==> src/hw/udp_rx_cfg.svh <==
`ifndef UDP_RX_CFG_SVH
`define UDP_RX_CFG_SVH

////////////////////////////////////////
// Protocol field values
////////////////////////////////////////

// EtherType word for IPv4
`define UDP_RX_ETHER_TYPE_IPV4      16'h0800

// IPv4 protocol number for UDP
`define UDP_RX_PROTOCOL_UDP         8'h11

////////////////////////////////////////
// Field lengths in bytes
////////////////////////////////////////

`define UDP_RX_MAC_BYTES            16'd6
`define UDP_RX_IPV4_HEADER_BYTES    16'd20
`define UDP_RX_UDP_HEADER_BYTES     16'd8
`define UDP_RX_FCS_BYTES            16'd4

// Shorter UDP payloads are followed by zero pad
`define UDP_RX_MIN_PAYLOAD          16'd18

`endif

==> src/hw/udp_rx_pkg.sv <==
package udp_rx_pkg;

    ////////////////////////////////////////
    // Byte stream
    ////////////////////////////////////////

    typedef logic [7:0] data_byte_t;

    // One received byte, sof marks the first byte of a frame
    typedef struct packed {
        logic       sof;
        data_byte_t data;
    } rx_byte_t;

    ////////////////////////////////////////
    // Header fields presented per frame
    ////////////////////////////////////////

    typedef struct packed {
        logic [15:0] udp_dst_port;
        logic [15:0] ipv4_identification;
        // Flags in the top three bits, fragment offset below
        logic [15:0] ipv4_flags;
    } frame_info_t;

    ////////////////////////////////////////
    // Parser states
    ////////////////////////////////////////

    typedef enum logic [3:0] {
        ST_IDLE,
        ST_MAC,
        ST_ETHER_TYPE,
        ST_IPV4,
        ST_UDP,
        ST_PAYLOAD,
        ST_PAD,
        ST_FCS,
        ST_DROP
    } parse_state_t;

endpackage

==> src/hw/udp_rx_fcs_check.sv <==
`timescale 1ns/10ps

module udp_rx_fcs_check import udp_rx_pkg::*; (
    input  logic       clock,
    input  logic       reset_n,
    input  data_byte_t fcs_byte,
    input  logic       fcs_byte_valid,
    input  logic       fcs_start,
    input  logic       fcs_recv_valid,
    input  logic       fcs_end,
    input  logic       frame_abort,
    output logic       frame_good,
    output logic       frame_bad
);

// Reflected form of the IEEE 802.3 polynomial
localparam logic [31:0] CRC_POLY = 32'hEDB88320;
localparam logic [31:0] CRC_SEED = 32'hFFFFFFFF;

logic [31:0] crc_q;
logic [31:0] crc_base;
logic [31:0] crc_next;
logic [23:0] recv_q;
logic [31:0] recv_word;
logic        crc_match;

// One byte of the reflected CRC, LSB first
function automatic logic [31:0] crc32_byte(
    input logic [31:0] crc,
    input data_byte_t  data
);
    logic [31:0] c;

    c = crc ^ {24'd0, data};
    for (int i = 0; i < 8; i++) begin
        if (c[0]) begin
            c = (c >> 1) ^ CRC_POLY;
        end
        else begin
            c = c >> 1;
        end
    end
    return c;
endfunction

////////////////////////////////////////
// Running CRC and received word
////////////////////////////////////////

always_comb begin
    crc_base  = fcs_start ? CRC_SEED : crc_q;
    crc_next  = crc32_byte(crc_base, fcs_byte);
    // Last check byte completes the word
    recv_word = {recv_q, fcs_byte};
    crc_match = (recv_word == ~crc_q);
end

always_ff @(posedge clock or negedge reset_n) begin
    if (!reset_n) begin
        crc_q <= CRC_SEED;
    end
    else if (fcs_byte_valid) begin
        crc_q <= crc_next;
    end
end

always_ff @(posedge clock) begin
    if (fcs_recv_valid) begin
        recv_q <= recv_word[23:0];
    end
end

////////////////////////////////////////
// Verdict
////////////////////////////////////////

always_ff @(posedge clock or negedge reset_n) begin
    if (!reset_n) begin
        frame_good <= 1'b0;
        frame_bad  <= 1'b0;
    end
    else begin
        frame_good <= fcs_end && crc_match;
        frame_bad  <= frame_abort || (fcs_end && !crc_match);
    end
end

// Relies on the parser never ending and aborting a frame at once
verdict_exclusive: assert property (
    @(posedge clock) disable iff (!reset_n)
    !(frame_good && frame_bad)
);

endmodule

==> src/hw/udp_rx_header_parser.sv <==
`timescale 1ns/10ps
`include "udp_rx_cfg.svh"

module udp_rx_header_parser import udp_rx_pkg::*; (
    input  logic        clock,
    input  logic        reset_n,
    input  rx_byte_t    rx_byte,
    input  logic        rx_valid,
    output data_byte_t  payload_byte,
    output logic        payload_valid,
    output frame_info_t frame_info,
    output data_byte_t  fcs_byte,
    output logic        fcs_byte_valid,
    output logic        fcs_start,
    output logic        fcs_recv_valid,
    output logic        fcs_end,
    output logic        frame_abort
);

// Last byte index of each fixed field
localparam logic [15:0] MAC_LAST  = `UDP_RX_MAC_BYTES + `UDP_RX_MAC_BYTES - 16'd1;
localparam logic [15:0] TYPE_LAST = 16'd1;
localparam logic [15:0] IPV4_LAST = `UDP_RX_IPV4_HEADER_BYTES - 16'd1;
localparam logic [15:0] UDP_LAST  = `UDP_RX_UDP_HEADER_BYTES - 16'd1;
localparam logic [15:0] FCS_LAST  = `UDP_RX_FCS_BYTES - 16'd1;

// Byte offsets inside the IPv4 and UDP headers
localparam logic [15:0] IPV4_ID_END    = 16'd5;
localparam logic [15:0] IPV4_FLAGS_END = 16'd7;
localparam logic [15:0] IPV4_PROTO_AT  = 16'd9;
localparam logic [15:0] UDP_DPORT_END  = 16'd3;
localparam logic [15:0] UDP_LEN_END    = 16'd5;

parse_state_t state;
parse_state_t state_next;
logic [15:0]  cnt;
logic [15:0]  cnt_next;
data_byte_t   field_lo;
logic [15:0]  field_word;
logic [15:0]  ipv4_id;
logic [15:0]  ipv4_flags;
data_byte_t   ipv4_protocol;
logic [15:0]  payload_len;
logic [15:0]  pad_len;
logic         need_pad;
logic         fragment;
logic         take;
logic         sof_take;
logic         payload_take;

////////////////////////////////////////
// Byte steering
////////////////////////////////////////

always_comb begin
    take         = rx_valid && !rx_byte.sof;
    sof_take     = rx_valid && rx_byte.sof;
    payload_take = take && (state == ST_PAYLOAD);

    // Two byte fields are big endian
    field_word = {field_lo, rx_byte.data};
    need_pad   = payload_len < `UDP_RX_MIN_PAYLOAD;
    pad_len    = `UDP_RX_MIN_PAYLOAD - payload_len;
    // More fragments bit or a nonzero offset
    fragment   = ipv4_flags[13] || (ipv4_flags[12:0] != 13'd0);

    fcs_byte       = rx_byte.data;
    fcs_start      = sof_take;
    fcs_byte_valid = sof_take ||
                     (take && (state inside {ST_MAC, ST_ETHER_TYPE, ST_IPV4,
                                             ST_UDP, ST_PAYLOAD, ST_PAD}));
    fcs_recv_valid = take && (state == ST_FCS);
    fcs_end        = fcs_recv_valid && (cnt == FCS_LAST);
    // A dropped frame ends quietly
    frame_abort    = sof_take && !(state inside {ST_IDLE, ST_DROP});
end

////////////////////////////////////////
// Field walk
////////////////////////////////////////

always_comb begin
    state_next = state;
    cnt_next   = cnt;

    if (sof_take) begin
        // The start byte is MAC byte 0
        state_next = ST_MAC;
        cnt_next   = 16'd1;
    end
    else if (take) begin
        cnt_next = cnt + 16'd1;
        case (state)
            ST_MAC: begin
                if (cnt == MAC_LAST) begin
                    state_next = ST_ETHER_TYPE;
                    cnt_next   = 16'd0;
                end
            end
            ST_ETHER_TYPE: begin
                if (cnt == TYPE_LAST) begin
                    cnt_next   = 16'd0;
                    state_next = (field_word == `UDP_RX_ETHER_TYPE_IPV4) ? ST_IPV4 : ST_DROP;
                end
            end
            ST_IPV4: begin
                if (cnt == IPV4_LAST) begin
                    cnt_next = 16'd0;
                    if (ipv4_protocol != `UDP_RX_PROTOCOL_UDP || fragment) begin
                        state_next = ST_DROP;
                    end
                    else begin
                        state_next = ST_UDP;
                    end
                end
            end
            ST_UDP: begin
                if (cnt == UDP_LAST) begin
                    cnt_next   = 16'd0;
                    state_next = (payload_len != 16'd0) ? ST_PAYLOAD : ST_PAD;
                end
            end
            ST_PAYLOAD: begin
                if (cnt == payload_len - 16'd1) begin
                    cnt_next   = 16'd0;
                    state_next = need_pad ? ST_PAD : ST_FCS;
                end
            end
            ST_PAD: begin
                if (cnt == pad_len - 16'd1) begin
                    cnt_next   = 16'd0;
                    state_next = ST_FCS;
                end
            end
            ST_FCS: begin
                if (cnt == FCS_LAST) begin
                    cnt_next   = 16'd0;
                    state_next = ST_IDLE;
                end
            end
            default: begin
                // Idle and drop wait for a start byte
                cnt_next = cnt;
            end
        endcase
    end
end

always_ff @(posedge clock or negedge reset_n) begin
    if (!reset_n) begin
        state         <= ST_IDLE;
        cnt           <= 16'd0;
        payload_valid <= 1'b0;
        frame_info    <= '0;
    end
    else begin
        state         <= state_next;
        cnt           <= cnt_next;
        payload_valid <= payload_take;
        // Only frames that passed the IPv4 checks get here
        if (take && state == ST_UDP && cnt == UDP_DPORT_END) begin
            frame_info.udp_dst_port        <= field_word;
            frame_info.ipv4_identification <= ipv4_id;
            frame_info.ipv4_flags          <= ipv4_flags;
        end
    end
end

////////////////////////////////////////
// Header field capture
////////////////////////////////////////

always_ff @(posedge clock) begin
    if (rx_valid) begin
        field_lo <= rx_byte.data;
    end
    if (payload_take) begin
        payload_byte <= rx_byte.data;
    end
    if (take && state == ST_IPV4) begin
        if (cnt == IPV4_ID_END) begin
            ipv4_id <= field_word;
        end
        if (cnt == IPV4_FLAGS_END) begin
            ipv4_flags <= field_word;
        end
        if (cnt == IPV4_PROTO_AT) begin
            ipv4_protocol <= rx_byte.data;
        end
    end
    if (take && state == ST_UDP && cnt == UDP_LEN_END) begin
        payload_len <= field_word - `UDP_RX_UDP_HEADER_BYTES;
    end
end

////////////////////////////////////////
// Checks
////////////////////////////////////////

// Forwarded bytes stay inside the UDP length
payload_within_length: assert property (
    @(posedge clock) disable iff (!reset_n)
    payload_valid |-> $past(cnt) < $past(payload_len)
);

endmodule

==> src/hw/udp_rx_top.sv <==
`timescale 1ns/10ps

module udp_rx_top import udp_rx_pkg::*; (
    input  logic        clock,
    input  logic        reset_n,
    input  rx_byte_t    rx_byte,
    input  logic        rx_valid,
    output data_byte_t  payload_byte,
    output logic        payload_valid,
    output logic        frame_good,
    output logic        frame_bad,
    output frame_info_t frame_info
);

// Parser to CRC check
data_byte_t fcs_byte;
logic       fcs_byte_valid;
logic       fcs_start;
logic       fcs_recv_valid;
logic       fcs_end;
logic       frame_abort;

udp_rx_header_parser u_parser (
    .clock          (clock),
    .reset_n        (reset_n),
    .rx_byte        (rx_byte),
    .rx_valid       (rx_valid),
    .payload_byte   (payload_byte),
    .payload_valid  (payload_valid),
    .frame_info     (frame_info),
    .fcs_byte       (fcs_byte),
    .fcs_byte_valid (fcs_byte_valid),
    .fcs_start      (fcs_start),
    .fcs_recv_valid (fcs_recv_valid),
    .fcs_end        (fcs_end),
    .frame_abort    (frame_abort)
);

udp_rx_fcs_check u_fcs_check (
    .clock          (clock),
    .reset_n        (reset_n),
    .fcs_byte       (fcs_byte),
    .fcs_byte_valid (fcs_byte_valid),
    .fcs_start      (fcs_start),
    .fcs_recv_valid (fcs_recv_valid),
    .fcs_end        (fcs_end),
    .frame_abort    (frame_abort),
    .frame_good     (frame_good),
    .frame_bad      (frame_bad)
);

endmodule

==> config.mk <==
export PLATFORM = sky130hd
export DESIGN_NAME = udp_rx_top
export DESIGN_NICKNAME = d
export VERILOG_FILES = /design/src/hw/udp_rx_pkg.sv /design/src/hw/udp_rx_fcs_check.sv /design/src/hw/udp_rx_header_parser.sv /design/src/hw/udp_rx_top.sv
export VERILOG_INCLUDE_DIRS = /design/src /design/src/hw
export SDC_FILE = /design/constraint.sdc
export NUM_CORES = 1
export LEC_CHECK = 0
export BUFFER_PORTS_ARGS = -buffer_cell sky130_fd_sc_hd__buf_2
export CAP_MARGIN = 25
export CORE_ASPECT_RATIO = 1.75
export CORE_UTILIZATION = 61
export DETAILED_ROUTE_END_ITERATION = 7
export MAX_ROUTING_LAYER = met4
export PLACE_DENSITY = 0.8
export SLEW_MARGIN = 30
export SYNTH_ARGS = -nofsm -noshare
export SYNTH_HDL_FRONTEND = slang
export SYNTH_HIERARCHICAL = 1
export SYNTH_SLANG_ARGS = --single-unit
==> constraint.sdc <==
create_clock -name clock -period 3.8 [get_ports clock]
set_clock_uncertainty 0.15 [all_clocks]
set_input_delay 0.19 -clock clock [delete_from_list [all_inputs] [get_ports clock]]
set_output_delay 0.19 -clock clock [all_outputs]
set_load 0.01 [all_outputs]
# Word level (Yosys, flattened, before mapping)
# Index checks and enable logic that the tools add are counted.
# totals
out_inout_bits,59
regBits,199
wordCells,124
# op_classes
eq_ne,27
mux,33
order_cmp,1
bitwise,10
reduce_logical,32
n_addsub,5
# ops
operator,count
$mux 32,9
$mux 16,9
$not 13->14,8
$pmux 16 s7,1
$mux 4,11
$eq 16x16->1,2
$eq 16x3->1 const B,2
$eq 16x4->1 const B,2
$eq 32x32->1,1
$not 32->32,1
$sub 16x1->16 const B,2
$xor 32x8->32,1
$pmux 4 s7,1
$ne 3x2->1 const B,7
$add 16x1->16 const B,1
$eq 16x1->1 const B,1
$eq 16x12->1 const B,1
$eq 16x2->1 const B,1
$eq 16x5->1 const B,1
$eq 4x3->1 const B,4
$lt 16x5->1 const B,1
$reduce_bool 16->1,1
$sub 16x4->16 const B,1
$sub 5x16->16 const A,1
16 further kinds,38

# Depth between registers and ports, before layout
# Gate-level depths: netlist (run 1).
# logic_depth
ltp_word,19
ltp_mapped,14
ltp_nobuf,12

# Modules after synthesis
# The synthesis (run 1) kept the hierarchy.
# modules_own_cells
mod,cells_per_inst,instances,area_each_um2,seq_area_each_um2
udp_rx_header_parser,528,1,6566.3,3888.7
udp_rx_fcs_check,315,1,3679.8,1611.5

# Least setup slack after synthesis (run 1)
# OpenSTA, ideal clock, no wires.
# synth_path
kind,reg-to-reg
from,register u_parser.state[0]
to,register u_fcs_check.frame_good
stages_incl_launch_ff,7
arrival_ns,3.243
setup_ns,0.067
period_less_slack_ns,3.460
path_slack_ns,0.340
cell_sequence,dfrtp_1 > clkbuf_1 > clkbuf_1 > nand2_1 > nor3_1 > and3_1 > and3_1
# synth_between
elab_chain_cells,4
# synth_rtl
item,line,text
from (decl),udp_rx_header_parser.sv:34,parse_state_t state;
from (signal assigned),udp_rx_header_parser.sv:157,state <= state_next;
$eq 4x3->1,udp_rx_header_parser.sv:72,fcs_recv_valid = take && (state == ST_FCS);
$logic_and 1x1->1,udp_rx_header_parser.sv:72,
named net fcs_recv_valid,udp_rx_top.sv:19,logic fcs_recv_valid;
$logic_and 1x1->1,udp_rx_header_parser.sv:73,fcs_end = fcs_recv_valid && (cnt == FCS_LAST);
named net fcs_end,udp_rx_top.sv:20,logic fcs_end;
$logic_and 1x1->1,udp_rx_fcs_check.sv:83,frame_good <= fcs_end && crc_match;
to (signal assigned),udp_rx_fcs_check.sv:83,
to (decl),udp_rx_fcs_check.sv:12,"output logic frame_good,"
# The timed path passes the listed nets, and every way through them passes these cells.
# A chain may end at the register's enable or synchronous reset.

# Worst setup path in the final report (run 1)
# layout_path
from,register u_parser.payload_len[1]
to,register u_parser.state[0]
# layout_between
elab_chain_cells,6
# layout_rtl
item,line,text
from (decl),udp_rx_header_parser.sv:43,logic [15:0] payload_len;
from (signal assigned),udp_rx_header_parser.sv:192,payload_len <= field_word - `UDP_RX_UDP_HEADER_BYTES;
"parallel branches: the longest is 6 deep, another holds $sub 5x16->16",n/a,
# Parallel ways; which one is timed is not known. The select of a mux whose other input is x is not followed.

==> qor.yml, run 1 <==
finish:
  diodes: 0
  fin_nets: 909
  fin_util_pct: 68.76
  fillCellCount: 1187
  final_cells: 1128
  stdcell_area_um2: 11310
  drive_gt1_share_pct: 26.55
  syn2layout_area_growth_pct: 10.37
floorplanning:
  num_rows: 62
  die_w_um: 99.97
  die_h_um: 173.5
  dieArea_um2: 17340
  core_um2: 16450
  io_pins: 71
  initial_core_util_pct: 62.30
power:
  clkPwrFrac_pct: 19.5
  comb_power_share_pct: 42.3
  seqPwrFrac_pct: 38.2
  netSwitchingPower_mw: 3.206
  p_total_mw: 8.882
  ir_drop_v: 0.0006631
  p_sw_share_pct: 36.09
  power.leakage_nw: 4.592
  power_density_nw_per_um2: 785.4
  p_int_mw: 5.676
worst_setup_path:
  path_class: "reg2reg"
  path_max_fanout: 6
  slowest_delay_ns: 0.46
  cp_cell_sequence: "inv_1 -> ha_1 -> nand2b_1 -> a211oi_1 -> nor2b_1 -> or4b_1 -> o21ai_0 -> nand3_1 -> a2bb2oi_2 -> nand3_2 -> a21o_1 -> a211o_1"
  cp_slowest_cell: "edfxtp_1"
  end_kind: "register"
  cp-start-kind: "register"
  cp.arrival_ns: 3.61
  r2r_slack_ns: 0.36
  cp.required_ns: 3.97
clock_network:
  post_cts_buffers: 0
  clock_latency_ns: 0.43
  ctsHtreeMaxLevel: 4
  root_buffer: "clkbuf_16"
  tritoncts: "done"
  clock_sinks: 199
  clkSlewWorstSetupHoldPaths_ns: 0.07
  clock_path_buffers: 2
  numCtsBuffers: 17
synthesis:
  synth.yosys.seq_area_share_pct: 53.68
  synth_edf_count: 96
  yosys_warnings: 6
  synth-seq-cells: 199
  synthArstFlopShare_pct: 51.76
  synth_flop_cell: "edfxtp_1"
  synth_cell_types: 68
  syn-num-nets: 861
  avgSynthCellArea_um2: 12.15
  synthesis.area_um2: 10250
  synthCells: 843
place:
  place_congestion: 0.8968
  dp.cells: 1095
  preCtsSetupSlack_ns: 0.1979
  hpwl_um: 16450
  port_buffers: 70
  placed_area_um2: 10720
global_routing:
  grt_max_degree: 64
  antenna_found_initial: 0
  top_usage_layer: "met2"
  grtUsageMet1_pct: 33.88
  grt_pass1_wl_um: 37170
  grtUsageMet2_pct: 50.26
  grt_pass1_vias: 6930
  track_usage_pct: 29.72
  met3_usage_pct: 4.637
  overflow: 0
sta:
  fin_crit_ns: 3.439
  timing.fmax_ghz: 0.2908
  fin_crit_sh_pct: 90.50
  slew_violations: 0
  rsz0062_at_grt: "false"
  max_slew_margin_pct: 42.31
  setup_ws_ns: 0.3610
  setup_tns_ns: 0
  hold_ws_ns: 0.08109
  finalHoldViolCount: 0
  setup_viol: 0
  tightest_slew_ns: 0.8654
drt:
  vias: 6793
  wirelength_um: 23920
  drcViolationCount: 0
  drt_iter0_drc: 523
  via_per_inst: 6.022
  firstDrtPassIters: 7
  final_antenna_net_count: 0
  wl_per_cell_um: 21.20
hold_path:
  holdCritPathClass: "in2reg"
run_status:
  status: "finished clean"
flow_run:
  maxCapViolations: 0
[Yosys cell counts, types with 10 or more instances]
master      n  area, µm²
nor4_1     19      118.9
nand2_1    29      108.9
mux2_2     63      709.4
nand3_1    12      60.06
a21oi_1    21      105.1
nor3_1     25      125.1
buf_4      11      82.58
xnor2_1   102      893.4
dfrtp_1    71       1777
dfstp_2    32      840.8
nand4_1    13      81.33
clkbuf_1   31      116.4
edfxtp_1   96       2883
xor2_1     71      621.9
nor2_1     82      307.8
inv_1      10      37.54
and3_1     15      93.84
buf_2      14      70.07
[worst max-delay path: cells and delay by family, from the launching register on]
family                     cells  cell delay (ns)
buffers and inverters          1             0.14
DFF                            1             0.46
adders and majority gates      1             0.25
and+or+nand+nor                5             1.10
AOI/OAI and AO/OA              5             1.23
[timing repair]
item                                    CTS  global route
endpoints found under the hold margin    29             0
gates resized for setup                   0             4
hold buffers                              1             0
endpoints found under the setup margin    0            13
[per-layer routing]
layer	up-vias	wire length, µm
met5	-	0
met4	0	1129
met3	72	1145
met2	270	12590
met1	3402	9048
li1	3049	-
[cell families (layout without fill, tap and decap cells)]
logic type | Yosys count | in the layout | share of synthesized area, %
flip-flops | 199 | 199 | 53.68
adder cells (fa/ha/maj) | 6 | 6 | 0.7327
multiplexers | 68 | 68 | 7.461
AO/OA/AOI/OAI | 72 | 72 | 4.763
AND/OR/NAND/NOR | 241 | 241 | 12.24
buffers and inverters | 70 | 131 | 3.358
XOR/XNOR | 187 | 187 | 17.77
[cells in the final DEF (no fill, tap or decap), drive strengths merged, types with 4 or more instances in the layout]
| cell type | count |
|---|---|
| a211oi | 4 |
| a21oi | 21 |
| a31oi | 8 |
| and3 | 16 |
| buf | 88 |
| clkbuf | 20 |
| clkinv | 4 |
| dfrtp | 71 |
| dfstp | 32 |
| edfxtp | 96 |
| ha | 6 |
| inv | 17 |
| mux2 | 64 |
| mux2i | 4 |
| nand2 | 29 |
| nand2b | 6 |
| nand3 | 13 |
| nand4 | 13 |
| nor2 | 84 |
| nor2b | 6 |
| nor3 | 26 |
| nor3b | 4 |
| nor4 | 20 |
| nor4b | 4 |
| o21ai | 8 |
| o31ai | 7 |
| or4 | 4 |
| xnor2 | 109 |
| xnor3 | 5 |
| xor2 | 72 |
[final timing paths]
check,to,depth (start not counted),from
hold reg to reg,u_fcs_check/recv_q[18]$_DFFE_PP_,0,u_fcs_check/recv_q[10]$_DFFE_PP_
hold / removal,u_parser/field_lo[4]$_DFFE_PP_,2,rx_valid
min in group asynchronous,u_parser/payload_valid$_DFF_PN0_,2,reset_n
max in group asynchronous,u_parser/frame_info[20]$_DFFE_PN0P_,3,reset_n
setup / recovery,u_parser/state[0]$_DFFE_PN0P_,12,u_parser/payload_len[1]$_DFFE_PP_
setup reg to reg,u_parser/state[0]$_DFFE_PN0P_,12,u_parser/payload_len[1]$_DFFE_PP_
[power groups by stage]
stage          combinational [mW]  sequential, mW  clock (mW)
4_1_cts                      3.73            3.38        1.75
6_report                     3.76            3.39        1.73
3_5_place_dp                 3.65            3.42           0
2_1_floorplan                3.04            3.20           0
3_3_place_gp                 3.56            3.40           0
5_1_grt                      4.03            3.44        1.82
[registers in the layout (all words and copies together) (netlist names)]
signal / flops
u_parser/frame_info: 48
u_fcs_check/crc_q: 32
u_fcs_check/recv_q: 24
u_parser/cnt: 16
u_parser/ipv4_flags: 16
u_parser/ipv4_id: 16
u_parser/payload_len: 16
u_parser/field_lo: 8
u_parser/ipv4_protocol: 8
u_parser/payload_byte: 8
u_parser/state: 4
u_fcs_check/frame_bad: 1
u_fcs_check/frame_good: 1
u_parser/payload_valid: 1
[cell type report]
| class | instances | area, µm² | share of cell area [%] |
|---|---|---|---|
| clock buffer | 20 | 479.2 | 4.238 |
| clock inverter | 12 | 87.58 | 0.7745 |
| inverter | 10 | 37.54 | 0.3319 |
| multi-input combinational | 574 | 4425 | 39.13 |
| sequential | 199 | 5500 | 48.64 |
| tap | 224 | 280.3 | 2.478 |
| timing repair buffer | 89 | 498.0 | 4.404 |
No activity file was read; power rests on OpenSTA's default activity.
==> run 2, diff against run 1 <==
--- a/config.mk
+++ b/config.mk
@@ -9,6 +9,7 @@
 export BUFFER_PORTS_ARGS = -buffer_cell sky130_fd_sc_hd__buf_2
 export CAP_MARGIN = 25
 export CORE_ASPECT_RATIO = 1.75
+export CORE_MARGIN = 3
 export CORE_UTILIZATION = 61
 export DETAILED_ROUTE_END_ITERATION = 7
 export MAX_ROUTING_LAYER = met4
==> run 2 against run 1 <==
Effect of this change: sequential share of layout area is essentially flat; count of clock-buffer cells in the layout grew 2; critical path depth is the same; global-route usage shrank 2.6 points; critical endpoint unchanged; worst hold slack lost 0.043 ns; clock power is essentially flat; register-to-register slack lost 0.07 ns; first-iteration DRC count shrank 35%; flip-flop and latch count is the same; combinational power is essentially flat; routed wire length shrank 0.28%.
==> qor.yml, run 2 (synthesis gave the netlist of run 1 again) <==
run_status:
  status: "finished clean"
floorplanning:
  die_w_um: 104.0  # +4.0%
  core_um2: 16450  # unchanged
  die_h_um: 177.5  # +2.3%
  initial_core_util_pct: 62.30  # unchanged
  dieArea_um2: 18450  # +6.4%
  io_pins: 71  # unchanged
  num_rows: 62  # unchanged
clock_network:
  post_cts_buffers: 0  # unchanged
  clock_path_buffers: 2  # unchanged
  tritoncts: "done"
  clkSlewWorstSetupHoldPaths_ns: 0.07  # about the same
  root_buffer: "clkbuf_16"
  ctsHtreeMaxLevel: 4  # unchanged
  clock_latency_ns: 0.43  # about the same
  numCtsBuffers: 17  # unchanged
  clock_sinks: 199  # unchanged
worst_setup_path:
  end_kind: "register"
  critPathTopFamily: "simple AND/OR/NAND/NOR gates"
  cp.required_ns: 3.96  # about the same
  slowest_delay_ns: 0.61  # +0.15 ns
  path_max_fanout: 6  # unchanged
  cp.arrival_ns: 3.67  # +0.06 ns
  cp_cell_sequence: "inv_1 -> ha_1 -> or4b_1 -> nor3_4 -> xnor2_1 -> nor4_1 -> nand4_1 -> nor4_2 -> a2bb2oi_2 -> nand3_2 -> a21o_1 -> a211o_1"
  path_class: "reg2reg"
  critPathBufInv: 1  # unchanged
  cp_slowest_cell: "or4b_1"
  cp-start-kind: "register"
power:
  p_int_mw: 5.747  # +1.2%
  p_sw_share_pct: 35.54  # -0.55 points
  power_density_nw_per_um2: 789.0  # +0.46%
  clkPwrFrac_pct: 19.8  # +0.3 points
  netSwitchingPower_mw: 3.169  # -1.1%
  ir_drop_v: 0.0005393  # -19%
  comb_power_share_pct: 42.4  # about the same
  seqPwrFrac_pct: 37.9  # -0.3 points
  power.leakage_nw: 4.582  # -0.23%
global_routing:
  grt_max_degree: 57  # -11%
  antenna_found_initial: 0  # unchanged
  grt_pass1_vias: 6789  # -2.0%
  grt_pass1_wl_um: 37380  # +0.56%
  overflow: 0  # unchanged
  track_usage_pct: 27.15  # -2.6 points
drt:
  wl_per_cell_um: 21.16  # -0.19%
  vias: 6684  # -1.6%
  firstDrtPassIters: 5  # -2
  final_antenna_net_count: 0  # unchanged
  via_per_inst: 5.931  # -1.5%
  drcViolationCount: 0  # unchanged
  drt_iter0_drc: 340  # -35%
  wirelength_um: 23850  # -0.28%
sta:
  setup_tns_ns: 0  # unchanged
  max_slew_margin_pct: 39.38  # -2.9 points
  rsz0062_at_grt: "false"
  finalHoldViolCount: 0  # unchanged
  fin_crit_ns: 3.511  # +0.07151 ns
  setup_ws_ns: 0.2895  # -0.07151 ns
  timing.fmax_ghz: 0.2849  # -2.0%
  hold_ws_ns: 0.03804  # -0.04306 ns
  slew_violations: 0  # unchanged
  tightest_slew_ns: 0.9093  # +0.04392 ns
  setup_viol: 0  # unchanged
  fin_crit_sh_pct: 92.38  # +1.9 points
finish:
  syn2layout_area_growth_pct: 10.28  # about the same
  largest-register: "u_parser/frame_info"
  final_common_cell: "xnor2_1"
  reg.largest.list: "u_parser/frame_info (48), u_fcs_check/crc_q (32), u_fcs_check/recv_q (24)"
  fillCellCount: 1216  # +2.4%
  fin_util_pct: 68.71  # about the same
  final_cell_mix: "xnor2_1, edfxtp_1, nor2_1, xor2_1, dfrtp_1"
  fin_nets: 908  # -0.11%
  largest_reg_flops: 48  # unchanged
  diodes: 0  # unchanged
  drive_gt1_share_pct: 25.91  # -0.64 points
  final_cells: 1127  # -0.089%
place:
  preCtsSetupSlack_ns: 0.1790  # -0.01887 ns
  dp.cells: 1094  # -0.091%
  hpwl_um: 16600  # +0.90%
  place_congestion: 0.8867  # -1.1%
  port_buffers: 70  # unchanged
hold_path:
  holdCritPathClass: "in2reg"
flow_run:
  maxCapViolations: 0  # unchanged
==> run 2: cell types whose count changed in the layout (fill, tap and decap cells not counted), sizes merged <==
cell and change:
bufinv +2, buf -1, clkbuf +2, inv -4
==> run 2: metal layers <==
| metal | global-route usage [%] | wire, µm | vias up |
|---|---|---|---|
| met5 | - | 0 | - |
| met4 | 13.37 | 1007 | 0 |
| met2 | 47.50 | 12570 | 218 |
| met3 | 3.713 | 973 | 60 |
| met1 | 30.68 | 9304 | 3353 |
| li1 | - | - | 3053 |
==> run 2: path summary, 6_finish.rpt <==
kind                                                           to  cells after the start  slack, ns                               from
min in group asynchronous         u_fcs_check/frame_bad$_DFF_PN0_                      2       0.23                            reset_n
worst min register to register   u_fcs_check/recv_q[12]$_DFFE_PP_                      0       0.32    u_fcs_check/recv_q[4]$_DFFE_PP_
worst max register to register      u_parser/state[0]$_DFFE_PN0P_                     12       0.29  u_parser/payload_len[1]$_DFFE_PP_
worst min-delay path            u_parser/payload_len[0]$_DFFE_PP_                      1       0.04                         rx_byte[0]
worst max-delay path                u_parser/state[0]$_DFFE_PN0P_                     12       0.29  u_parser/payload_len[1]$_DFFE_PP_
max in group asynchronous        u_fcs_check/crc_q[1]$_DFFE_PN1P_                      3       2.39                            reset_n
==> run 2: layout make-up <==
type | count | area, µm² | area share (%)
clock buffers | 22 | 454.2 | 4.019
clock inverters | 10 | 120.1 | 1.063
inverters | 10 | 37.54 | 0.3322
multi-input cells | 574 | 4417 | 39.09
flip-flops and latches | 199 | 5500 | 48.68
well taps | 224 | 280.3 | 2.480
repair buffers | 88 | 490.5 | 4.341
==> run 2: timing repair <==
action                     4_1_cts  5_1_grt
gates resized for setup          0        2
hold buffers                     1        0
hold endpoints to repair        37        0
setup endpoints to repair        0       12
==> run 2: per-stage QoR <==
| step | total power [mW] | cell area [µm²] |
|---|---|---|
| floorplan | 6.236 | 10250 |
| global placement | 6.992 | 10710 |
| detailed placement | 7.102 | 10710 |
| CTS | 8.926 | 11300 |
| global route | 9.369 | 11300 |
| finish | 8.916 | 11300 |
==> run 2: power groups by stage <==
stage	Combinational (mW)	Clock, mW	Sequential (mW)
2_1_floorplan	3.04	0	3.20
3_3_place_gp	3.61	0	3.38
3_5_place_dp	3.70	0	3.40
4_1_cts	3.77	1.79	3.37
5_1_grt	4.07	1.87	3.43
6_report	3.78	1.76	3.38
